<file path="config.mk">
export PLATFORM = sky130hd
export DESIGN_NAME = rv_decode_top
export DESIGN_NICKNAME = d
export VERILOG_FILES = /design/src/source/rv_isa_pkg.sv /design/src/source/rv_ctrl_pkg.sv /design/src/source/rv_instr_latch.sv /design/src/source/rv_imm_gen.sv /design/src/source/rv_ctrl_decode.sv /design/src/source/rv_decode_top.sv
export SDC_FILE = /design/constraint.sdc
export NUM_CORES = 1
export LEC_CHECK = 0
export ABC_CLOCK_PERIOD_IN_PS = 2900
export BUFFER_PORTS_ARGS = -buffer_cell sky130_fd_sc_hd__buf_4
export CORE_UTILIZATION = 45
export DETAILED_ROUTE_END_ITERATION = 12
export PLACE_DENSITY_LB_ADDON = 0.15
export SLEW_MARGIN = 25
export SYNTH_ARGS = -nofsm -noshare
export SYNTH_HDL_FRONTEND = slang
export SYNTH_SLANG_ARGS = --single-unit
export TNS_END_PERCENT = 30
</file>
<file path="constraint.sdc">
create_clock -name clk -period 2.9 [get_ports clk]
set_clock_uncertainty 0.2 [all_clocks]
set_input_delay 0.29 -clock clk [delete_from_list [all_inputs] [get_ports clk]]
set_output_delay 0.29 -clock clk [all_outputs]
set_load 0.05 [all_outputs]
</file>
<file path="src/source/rv_isa_pkg.sv">
package rv_isa_pkg;

    // major opcodes, instruction bits [6:2]
    localparam logic [4:0] RV_OPC_LOAD   = 5'b00000;
    localparam logic [4:0] RV_OPC_OP_IMM = 5'b00100;
    localparam logic [4:0] RV_OPC_AUIPC  = 5'b00101;
    localparam logic [4:0] RV_OPC_STORE  = 5'b01000;
    localparam logic [4:0] RV_OPC_OP     = 5'b01100;
    localparam logic [4:0] RV_OPC_LUI    = 5'b01101;
    localparam logic [4:0] RV_OPC_BRANCH = 5'b11000;
    localparam logic [4:0] RV_OPC_JALR   = 5'b11001;
    localparam logic [4:0] RV_OPC_JAL    = 5'b11011;
    localparam logic [4:0] RV_OPC_SYSTEM = 5'b11100;

    // low two bits of any 32-bit encoding
    localparam logic [1:0] RV_LEN_FULL   = 2'b11;

    typedef struct packed {
        logic [6:0] funct7;
        logic [4:0] rs2;
        logic [4:0] rs1;
        logic [2:0] funct3;
        logic [4:0] rd;
        logic [4:0] opcode;
        logic [1:0] len;
    } rv_r_fmt_t;

    typedef struct packed {
        logic [11:0] imm;
        logic [4:0]  rs1;
        logic [2:0]  funct3;
        logic [4:0]  rd;
        logic [4:0]  opcode;
        logic [1:0]  len;
    } rv_i_fmt_t;

    // B format shares this layout
    typedef struct packed {
        logic [6:0] imm_hi;
        logic [4:0] rs2;
        logic [4:0] rs1;
        logic [2:0] funct3;
        logic [4:0] imm_lo;
        logic [4:0] opcode;
        logic [1:0] len;
    } rv_s_fmt_t;

    // J format shares this layout
    typedef struct packed {
        logic [19:0] imm;
        logic [4:0]  rd;
        logic [4:0]  opcode;
        logic [1:0]  len;
    } rv_u_fmt_t;

    typedef union packed {
        logic [31:0] raw;
        rv_r_fmt_t   r;
        rv_i_fmt_t   i;
        rv_s_fmt_t   s;
        rv_u_fmt_t   u;
    } rv_instr_u;

endpackage

</file>
<file path="src/source/rv_ctrl_pkg.sv">
package rv_ctrl_pkg;

    typedef struct packed {
        logic add_override;
        logic op2_inverse;
        logic shift_arith;
        logic m_group;
        logic div_sel;
    } rv_alu_ctrl_t;

    // one-hot
    typedef struct packed {
        logic memory;
        logic pc_next;
        logic alu;
    } rv_res_src_t;

    typedef struct packed {
        logic [11:0] idx;
        logic [4:0]  imm;
        logic        imm_sel;
        logic        write;
        logic        set;
        logic        clear;
        logic        read;
        logic        ebreak;
        logic        mret;
    } rv_csr_ctrl_t;

    typedef struct packed {
        logic         reg_write;
        logic         op1_pc;
        logic         op2_imm;
        logic         jal;
        logic         jalr;
        logic         branch;
        logic         store;
        logic         csr_req;
        rv_alu_ctrl_t alu;
        rv_res_src_t  res_src;
    } rv_dec_ctrl_t;

endpackage

</file>
<file path="src/source/rv_instr_latch.sv">
`timescale 1ns/1ps

module rv_instr_latch import rv_isa_pkg::*;
#(
    parameter int PC_BITS = 16
)
(
    input  logic               clk,
    input  logic               i_rst_n,
    input  logic               i_stall,
    input  logic               i_flush,
    input  logic               i_ready,
    input  logic [31:0]        i_instr,
    input  logic [PC_BITS-1:1] i_pc,
    input  logic [PC_BITS-1:1] i_pc_next,
    output rv_instr_u          o_instr,
    output logic               o_valid,
    output logic [PC_BITS-1:1] o_pc,
    output logic [PC_BITS-1:1] o_pc_next
);

    logic [31:0] instr_in;

    // a word without ready becomes all zero, which decodes as nothing
    assign instr_in = i_ready ? i_instr : '0;

    always_ff @(posedge clk or negedge i_rst_n)
    begin
        if (!i_rst_n)
        begin
            o_instr.raw <= '0;
            o_valid     <= 1'b0;
        end
        else if (i_flush)
        begin
            o_instr.raw <= '0;
            o_valid     <= 1'b0;
        end
        else if (!i_stall)
        begin
            o_instr.raw <= instr_in;
            o_valid     <= i_ready;
        end
    end

    // pc pair rides along with the word
    always_ff @(posedge clk or negedge i_rst_n)
    begin
        if (!i_rst_n)
        begin
            o_pc      <= '0;
            o_pc_next <= '0;
        end
        else if (!i_flush && !i_stall)
        begin
            o_pc      <= i_pc;
            o_pc_next <= i_pc_next;
        end
    end

endmodule

</file>
<file path="src/source/rv_imm_gen.sv">
`timescale 1ns/1ps

module rv_imm_gen import rv_isa_pkg::*;
(
    input  rv_instr_u   i_instr,
    output logic [31:0] o_imm
);

    logic [4:0]  op;
    logic [31:0] imm_i;
    logic [31:0] imm_s;
    logic [31:0] imm_b;
    logic [31:0] imm_u;
    logic [31:0] imm_j;

    assign op = i_instr.r.opcode;

    assign imm_i = {{21{i_instr.i.imm[11]}}, i_instr.i.imm[10:0]};
    assign imm_s = {{21{i_instr.s.imm_hi[6]}}, i_instr.s.imm_hi[5:0], i_instr.s.imm_lo};
    // branch offset scattered over the S fields
    assign imm_b = {{20{i_instr.s.imm_hi[6]}}, i_instr.s.imm_lo[0],
                    i_instr.s.imm_hi[5:0], i_instr.s.imm_lo[4:1], 1'b0};
    assign imm_u = {i_instr.u.imm, 12'b0};
    // jump offset scattered over the U field
    assign imm_j = {{12{i_instr.u.imm[19]}}, i_instr.u.imm[7:0], i_instr.u.imm[8],
                    i_instr.u.imm[18:9], 1'b0};

    // lui and auipc share the low bits 101
    assign o_imm = (op[2:0] == 3'b101)    ? imm_u :
                   (op == RV_OPC_JAL)     ? imm_j :
                   (op == RV_OPC_STORE)   ? imm_s :
                   (op == RV_OPC_BRANCH)  ? imm_b :
                                            imm_i;

endmodule

</file>
<file path="src/source/rv_ctrl_decode.sv">
`timescale 1ns/1ps

module rv_ctrl_decode import rv_isa_pkg::*, rv_ctrl_pkg::*;
#(
    parameter bit EXT_M     = 1'b1,
    parameter bit EXT_ZICSR = 1'b1
)
(
    input  rv_instr_u    i_instr,
    input  logic         i_valid,
    output logic [4:0]   o_rs1,
    output logic [4:0]   o_rs2,
    output logic [4:0]   o_rd,
    output logic [2:0]   o_funct3,
    output rv_dec_ctrl_t o_ctrl,
    output rv_csr_ctrl_t o_csr,
    output logic         o_inst_supported
);

    logic [4:0] op;
    logic [2:0] funct3;
    logic [6:0] funct7;
    logic [4:0] rs2;
    logic       full;
    logic       is_load, is_op_imm, is_auipc, is_store, is_op;
    logic       is_lui, is_branch, is_jalr, is_jal, is_system;
    logic       op_base, op_mul, slt_sel;
    logic       add_override, inv_force, inv_clear;
    logic       trap, ecall, ebreak, mret, csr_req;

    assign op     = i_instr.r.opcode;
    assign funct3 = i_instr.r.funct3;
    assign funct7 = i_instr.r.funct7;
    assign rs2    = i_instr.r.rs2;
    assign full   = (i_instr.r.len == RV_LEN_FULL);

    // instruction groups
    assign is_load   = full & (op == RV_OPC_LOAD);
    assign is_op_imm = full & (op == RV_OPC_OP_IMM);
    assign is_auipc  = full & (op == RV_OPC_AUIPC);
    assign is_store  = full & (op == RV_OPC_STORE);
    assign is_op     = full & (op == RV_OPC_OP);
    assign is_lui    = full & (op == RV_OPC_LUI);
    assign is_branch = full & (op == RV_OPC_BRANCH);
    assign is_jalr   = full & (op == RV_OPC_JALR);
    assign is_jal    = full & (op == RV_OPC_JAL);
    assign is_system = full & (op == RV_OPC_SYSTEM);

    // funct7 bit 0 marks the mul/div group
    assign op_base = is_op & !funct7[0];
    assign op_mul  = is_op & funct7[0] & EXT_M;
    assign slt_sel = (funct3[2:1] == 2'b01);

    // system: traps with funct3 zero, csr access otherwise
    assign trap    = is_system & (funct3 == 3'b000);
    assign ecall   = trap & !funct7[3] & !rs2[0];
    assign ebreak  = trap & !funct7[3] & rs2[0];
    assign mret    = trap & funct7[4] & (rs2[2:1] == 2'b01);
    assign csr_req = is_system & (|funct3) & EXT_ZICSR;

    assign add_override = is_load | is_store | is_auipc | is_lui | is_jal | is_jalr;
    // compares subtract, plain adds never invert
    assign inv_force = is_branch | (is_op_imm & slt_sel) | (op_base & slt_sel);
    assign inv_clear = add_override | is_op_imm;

    assign o_rs1    = is_lui ? 5'd0 : i_instr.r.rs1;
    assign o_rs2    = rs2;
    assign o_rd     = i_instr.r.rd;
    assign o_funct3 = funct3;

    assign o_ctrl.reg_write = full & !is_store & !is_branch;
    assign o_ctrl.op1_pc    = is_auipc | is_jal;
    assign o_ctrl.op2_imm   = !(is_op | is_branch);
    assign o_ctrl.jal       = is_jal;
    assign o_ctrl.jalr      = is_jalr;
    assign o_ctrl.branch    = is_branch;
    assign o_ctrl.store     = is_store;
    assign o_ctrl.csr_req   = csr_req;

    assign o_ctrl.alu.add_override = add_override;
    assign o_ctrl.alu.op2_inverse  = inv_force ? 1'b1 :
                                     inv_clear ? 1'b0 :
                                                 funct7[5];
    assign o_ctrl.alu.shift_arith  = funct7[5];
    assign o_ctrl.alu.m_group      = op_mul;
    assign o_ctrl.alu.div_sel      = op_mul & funct3[2];

    assign o_ctrl.res_src.memory  = is_load;
    assign o_ctrl.res_src.pc_next = is_jal | is_jalr;
    assign o_ctrl.res_src.alu     = !(is_load | is_jal | is_jalr);

    assign o_csr.idx     = i_instr.i.imm;
    assign o_csr.imm     = i_instr.i.rs1;
    assign o_csr.imm_sel = funct3[2];
    assign o_csr.write   = csr_req & (funct3[1:0] == 2'b01);
    assign o_csr.set     = csr_req & (funct3[1:0] == 2'b10);
    assign o_csr.clear   = csr_req & (funct3[1:0] == 2'b11);
    assign o_csr.read    = csr_req;
    assign o_csr.ebreak  = ebreak;
    assign o_csr.mret    = mret;

    // an empty slot never raises an illegal instruction
    assign o_inst_supported = !i_valid |
                              is_load | is_op_imm | is_auipc | is_store | is_lui |
                              op_base | op_mul | is_branch | is_jal |
                              (is_jalr & (funct3 == 3'b000)) |
                              ecall | ebreak | csr_req | (mret & EXT_ZICSR);

endmodule

</file>
<file path="src/source/rv_decode_top.sv">
`timescale 1ns/1ps

module rv_decode_top import rv_isa_pkg::*, rv_ctrl_pkg::*;
#(
    parameter int PC_BITS   = 16,
    parameter bit EXT_M     = 1'b1,
    parameter bit EXT_ZICSR = 1'b1
)
(
    input  logic               clk,
    input  logic               i_rst_n,
    input  logic               i_stall,
    input  logic               i_flush,
    input  logic               i_ready,
    input  logic [31:0]        i_instr,
    input  logic [PC_BITS-1:1] i_pc,
    input  logic [PC_BITS-1:1] i_pc_next,
    output logic [PC_BITS-1:1] o_pc,
    output logic [PC_BITS-1:1] o_pc_next,
    output logic [4:0]         o_rs1,
    output logic [4:0]         o_rs2,
    output logic [4:0]         o_rd,
    output logic [31:0]        o_imm,
    output logic [2:0]         o_funct3,
    output rv_dec_ctrl_t       o_ctrl,
    output rv_csr_ctrl_t       o_csr,
    output logic               o_inst_supported
);

    rv_instr_u instr;
    logic      valid;

    rv_instr_latch #(
        .PC_BITS    (PC_BITS)
    ) u_latch (
        .clk        (clk),
        .i_rst_n    (i_rst_n),
        .i_stall    (i_stall),
        .i_flush    (i_flush),
        .i_ready    (i_ready),
        .i_instr    (i_instr),
        .i_pc       (i_pc),
        .i_pc_next  (i_pc_next),
        .o_instr    (instr),
        .o_valid    (valid),
        .o_pc       (o_pc),
        .o_pc_next  (o_pc_next)
    );

    // both decoders work on the same latched word
    rv_imm_gen u_imm_gen (
        .i_instr    (instr),
        .o_imm      (o_imm)
    );

    rv_ctrl_decode #(
        .EXT_M      (EXT_M),
        .EXT_ZICSR  (EXT_ZICSR)
    ) u_ctrl_decode (
        .i_instr          (instr),
        .i_valid          (valid),
        .o_rs1            (o_rs1),
        .o_rs2            (o_rs2),
        .o_rd             (o_rd),
        .o_funct3         (o_funct3),
        .o_ctrl           (o_ctrl),
        .o_csr            (o_csr),
        .o_inst_supported (o_inst_supported)
    );

endmodule

</file>
==> run summary, run 1 <==
via-per-instance ratio = 5.13
cell count after synthesis = 312
EDFF count, synth = 0
Slew Limit Fails = 0
total track usage = 28.4%
final setup fails = 0
Netlist Area Pre-Place = 0.00330 sq mm
leak pwr = 2.71 nW
row cnt = 30
nets = 581
worst-path maximum fanout = 14
H-tree depth = 3
sequential element share of the synthesized area = 47.8%
chip height = 87.6 um
ant diodes = 0
TritonCTS clock tree = yes
crit end category = output pin
Post-CTS Resized = 0
DIE WIDTH = 87.6 um
Num CTS Buffers = 9
Root Buffer = clkbuf_8
CTS Hold Buffers Added = 63
CP peak stage delay = 610 ps
DR vias = 3157
status = finished, final reports clean
1st-pass router iterations = 4
clk slew on worst S/H paths = 80 ps
Final min period = 2640 ps
initial core utilization = 47.5%
total power = 2.64 mW
Synth Flop Type = dfrtp_1
Worst-Skew Late Latency = 330 ps
crit path kind = reg -> out
fraction of layout cells with a size suffix above 1 = 47.4%
Power per Cell Area = 501 mW/mm^2
post-route ant nets = 0
# fillers = 473
worst IR drop on VDD = 0.326 mV
DRC viols = 0
grt ovf = 0
Worst EP required = 2410 ps
warnings from Yosys = 0
top cells by count, synth = dfrtp_1, buf_4, a22o_1, mux2_2
RSZ-0062 raised after global routing = false
IO Port Bufs = 187
Synth area leader = dfrtp_1
dominant cells by area after synthesis = dfrtp_1, mux2_2, buf_4, a22o_1, a21o_1
Post-synth ARST share = 100%
most frequent cell after synthesis = dfrtp_1
critical path's slowest cell = dfrtp_1
Multi-input gate area = 0.00127 sq mm
CTS Sinks = 63
crit path launch type = register
drt total wl = 10.6 mm
Slew HR = 44.7%
core area = 0.00694 sq mm
Storage cell area = 0.00158 sq mm
synth unique cells = 37
post-CTS setup buffers = 0
Worst Hold Class = in -> reg
setup_tns = 0 ps
cell count after placement = 536
number of antenna violations at the first check in global routing = 0
Layout Cells excl Fill = 615
Slew @ Worst Pin = 830 ps
first-pass GRT wire length = 16.4 mm
Placer Congestion = 0.807
hpwl dp = 6.60 mm
vias in the first global route = 3224
First DRT Iteration DRCs = 99
fin crit share = 90.9%
Ports = 188
fmax = 0.379 GHz
area grow syn2layout = 59.8%
DIE AREA = 0.00767 sq mm
Mapped Nets = 379
final hold violations = 0
Arr. time, crit path = 2150 ps
Avg Inst Size Synth = 10.6 sq um
drt wl/cell = 17.2 um
largest net degree at the start of global routing = 64
FF+latch count, synth = 63
top cell type's share of synthesized area = 47.8%
Max-Cap Viols = 0
CTS Buffer Depth = 2
cells along the critical path = and4_1 > and3b_1 > nand2_1 > nor3b_1 > buf_4
==> routing by layer <==
metal	vias to the layer above	track usage [%]	routed length (um)
li1	1446	-	-
met1	1526	34.1	4180
met2	171	49.7	5420
met3	14	7.45	820
met4	0	9.69	166
met5	-	0	0
==> layout make-up <==
type                            count  share of cell area [%]
Sequential cell                    63                    29.9
Timing Repair Buffer              255                    39.3
Clock buffer                       10                    2.61
Tap cell                           96                    2.28
Clock inverter                      6                    1.14
Inverter                           10                   0.712
Multi-Input combinational cell    175                    24.0
==> registers in the layout, summed over array words and instances (netlist names) <==
register           count
u_latch.o_pc_next     15
u_latch.o_pc          15
u_latch.o_valid        1
u_latch.o_instr       32
==> cells by family after synthesis <==
family,count (synthesis),synth area share (%)
AO/OA/AOI/OAI,68,15.4
AND/OR/NAND/NOR,75,11.8
multiplexers,32,10.9
flip-flops,63,47.8
buffers and inverters,74,14.0
==> per-stage QoR <==
stage | worst slack, ps | area (sq um) | util, % | hold WS (ps)
after floorplan | 183 | 3300 | - | -206
after global placement | 498 | 4440 | 63.9 | 233
after detailed placement | 463 | 4440 | 63.9 | 236
after CTS | 94.7 | 5270 | 75.9 | 129
after global routing | 62.7 | 5270 | 75.9 | 146
final | 263 | 5270 | 75.9 | 145
==> critical path, delay by kind of cell, from the launching register on <==
| family | cells | cell delay [ps] |
|---|---|---|
| and+or+nand+nor | 4 | 970 |
| DFF | 1 | 610 |
| buffers and inverters | 1 | 240 |
==> worst paths after layout <==
path                                     from             endpoint  slack (ps)  cells after the start
setup reg to reg           u_latch.o_instr[5]   u_latch.o_instr[5]        1770                      1
hold / removal                        i_stall     u_latch.o_pc[15]         150                      3
min in group asynchronous             i_rst_n  u_latch.o_instr[12]         370                      2
max in group asynchronous             i_rst_n  u_latch.o_instr[31]        1550                      2
setup / recovery           u_latch.o_instr[5]             o_csr[1]         260                      5
hold reg to reg               u_latch.o_valid      u_latch.o_valid         280                      1
==> power breakdown <==
part           total [mW]  internal [mW]  switching (mW)
Sequential           1.02          0.958          0.0660
Clock               0.771          0.416           0.355
Combinational       0.847          0.322           0.526
Total                2.64           1.70           0.947
==> cells in the final DEF, fill, tap and decap left out, types with 2 or more instances in the layout <==
cell,n
o21ai_0,11
and3_1,2
clkinv_2,3
buf_4,192
dfrtp_1,63
nor2b_1,9
a21o_1,12
clkinvlp_4,2
a22o_1,32
nand3_1,5
nor3_1,3
dlygate4sd3_1,63
inv_1,10
and2_1,3
nand2_1,19
mux2_2,31
clkbuf_8,10
nor2_1,18
nor2b_2,3
nand3b_1,2
a21oi_1,6
a31oi_1,2
(Power assumes the default switching activity.)
==> run 2: changes to the inputs <==
--- a/config.mk
+++ b/config.mk
@@ -9,7 +9,7 @@
 export BUFFER_PORTS_ARGS = -buffer_cell sky130_fd_sc_hd__buf_4
 export CORE_UTILIZATION = 45
 export DETAILED_ROUTE_END_ITERATION = 12
-export PLACE_DENSITY_LB_ADDON = 0.15
+export PLACE_DENSITY = 0.86
 export SLEW_MARGIN = 25
 export SYNTH_ARGS = -nofsm -noshare
 export SYNTH_HDL_FRONTEND = slang
==> run 2 against run 1 <==
Global-route usage rose by 2.7 points. Sequential share of layout area rose by 0.11 points. First-iteration DRC count rose by 9.1%. Setup slack got worse by 60 ps. Combinational power rose by 1%. Power rose by 0.72%. Register-to-register slack barely moved. Final cell count fell by 0.33%. Clock power barely moved. Highest routed layer unchanged.
==> run summary, run 2 (synthesized netlist as in run 1, its figures left out) <==
status = finished, final reports clean
DR vias = 3215 (+1.8%)
vias in the first global route = 3312 (+2.7%)
Root Buffer = clkbuf_8
Max-Cap Viols = 0 (unchanged)
reg-to-reg slack, setup = 1760 ps (about the same)
Worst Hold Class = in -> reg
Setup crit end = o_imm[24]
via-per-instance ratio = 5.24 (+2.2%)
initial core utilization = 47.5% (unchanged)
leak pwr = 2.69 nW (-0.55%)
fmax = 0.371 GHz (-2.2%)
clk slew on worst S/H paths = 80 ps (about the same)
fin crit share = 93.0% (+2.1 points)
Net Sw Power = 981 uW (+3.7%)
clock power share = 29.0% (-0.2 points)
drt wl/cell = 18.8 um (+9.3%)
core area = 0.00694 sq mm (unchanged)
FF-to-FF End = u_latch.o_instr[6]
Slew Limit Fails = 0 (unchanged)
DIE AREA = 0.00767 sq mm (unchanged)
max reg flops = 32 (unchanged)
crit path launch type = register
chip height = 87.6 um (unchanged)
area grow syn2layout = 59.3%
crit path kind = reg -> out
CTS Hold Buffers Added = 62 (-1.6%)
cell count after placement = 535 (-0.19%)
total power = 2.66 mW (+0.72%)
Post-CTS Resized = 0 (unchanged)
largest net degree at the start of global routing = 64 (unchanged)
P_int = 1.68 mW (-0.93%)
row cnt = 30 (unchanged)
ant diodes = 0 (unchanged)
setup_tns = 0 ps (unchanged)
final hold violations = 0 (unchanged)
CTS Sinks = 63 (unchanged)
post-CTS setup buffers = 0 (unchanged)
1st-pass router iterations = 4 (unchanged)
commonest non-fill, non-tap cells in the layout = buf_4, dfrtp_1, dlygate4sd3_1
Slew @ Worst Pin = 789 ps (-40.9 ps)
grt ovf = 0 (unchanged)
Ports = 188 (unchanged)
Layout Cells excl Fill = 613 (-0.33%)
worst IR drop on VDD = 0.378 mV (+16%)
Comb power frac = 32.3% (+0.2 points)
nets = 579 (-0.34%)
Arr. time, crit path = 2210 ps (+60 ps)
Worst EP required = 2410 ps (about the same)
Top reg by flops = u_latch.o_instr
First DRT Iteration DRCs = 108 (+9.1%)
Power per Cell Area = 507 mW/mm^2 (+1.1%)
Slew HR = 47.4% (+2.7 points)
total track usage = 31.2% (+2.7 points)
Worst-Skew Late Latency = 330 ps (about the same)
CTS Buffer Depth = 2 (unchanged)
Final min period = 2700 ps (+60.5 ps)
final setup fails = 0 (unchanged)
RSZ-0062 raised after global routing = false
drt total wl = 11.5 mm (+9.0%)
IO Port Bufs = 187 (unchanged)
worst reg2reg path depth = 1 (unchanged)
Placer Congestion = 0.842 (+4.2%)
post-route ant nets = 0 (unchanged)
most common cell after layout, fill and taps aside = buf_4
Reg power frac = 38.7% (about the same)
fraction of layout cells with a size suffix above 1 = 47.0% (-0.40 points)
Hold Worst Slack = 29.9 ps (-115 ps)
DRC viols = 0 (unchanged)
DIE WIDTH = 87.6 um (unchanged)
CP startpoint = u_latch.o_instr[4]
Num CTS Buffers = 9 (unchanged)
hpwl dp = 6.91 mm (+4.8%)
Worst R2R Start = u_latch.o_instr[6]
TritonCTS clock tree = yes
number of antenna violations at the first check in global routing = 0 (unchanged)
first-pass GRT wire length = 17.6 mm (+6.9%)
worst-path maximum fanout = 11 (-3)
final core area utilization = 75.6% (-0.27 points)
Top Registers = u_latch.o_instr x32, u_latch.o_pc x15, u_latch.o_pc_next x15
crit end category = output pin
H-tree depth = 3 (unchanged)
Sw Ratio = 36.9% (+1.0 points)
## run 2: worst min-delay path by stage
stage | cells after the start | startpoint | to
floorplan | 0 | i_rst_n | u_latch.o_instr[0]
global placement | 1 | i_rst_n | u_latch.o_instr[14]
detailed placement | 1 | i_rst_n | u_latch.o_instr[14]
CTS | 2 | i_pc_next[11] | u_latch.o_pc_next[11]
global route | 2 | i_pc_next[11] | u_latch.o_pc_next[11]
finish | 2 | i_pc_next[11] | u_latch.o_pc_next[11]
## run 2: final cells by class
class / count / area, sq um
fill: 433 / 1690
sequential: 63 / 1580
clock inverter: 6 / 71.3
clock buffer: 10 / 128
timing repair buffer: 253 / 2050
multi-input combinational: 175 / 1260
tap: 96 / 120
inverter: 10 / 37.5
## run 2: stage by stage
| step | area [sq um] | setup slack (ps) |
|---|---|---|
| global route | 5250 | 11.1 |
| global placement | 4430 | 616 |
| detailed placement | 4430 | 596 |
| finish | 5250 | 202 |
| floorplan | 3300 | 183 |
| CTS | 5250 | 224 |
## run 2: critical path: stages (launching register included)
cell and delay, ps:
dfrtp_1 470, nor2b_2 210, and2_1 190, nor2b_1 610, a21o_1 180, buf_4 210
## run 2: power by group through the flow
| stage | Sequential, mW | Combinational, mW | Clock [mW] |
|---|---|---|---|
| after floorplan | 1.24 | 0.300 | 0 |
| after CTS | 1.02 | 0.839 | 0.778 |
| after detailed placement | 1.03 | 0.772 | 0 |
| final | 1.03 | 0.859 | 0.771 |
| after global placement | 1.03 | 0.761 | 0 |
| after global routing | 1.04 | 0.892 | 0.827 |
## run 2: metal layers
| layer | vias up | global-route usage (%) | wire, um |
|---|---|---|---|
| met5 | - | 0 | 0 |
| met4 | 0 | 12.5 | 328 |
| met3 | 28 | 10.5 | 974 |
| met2 | 177 | 54.0 | 5790 |
| met1 | 1568 | 35.5 | 4450 |
| li1 | 1442 | - | - |
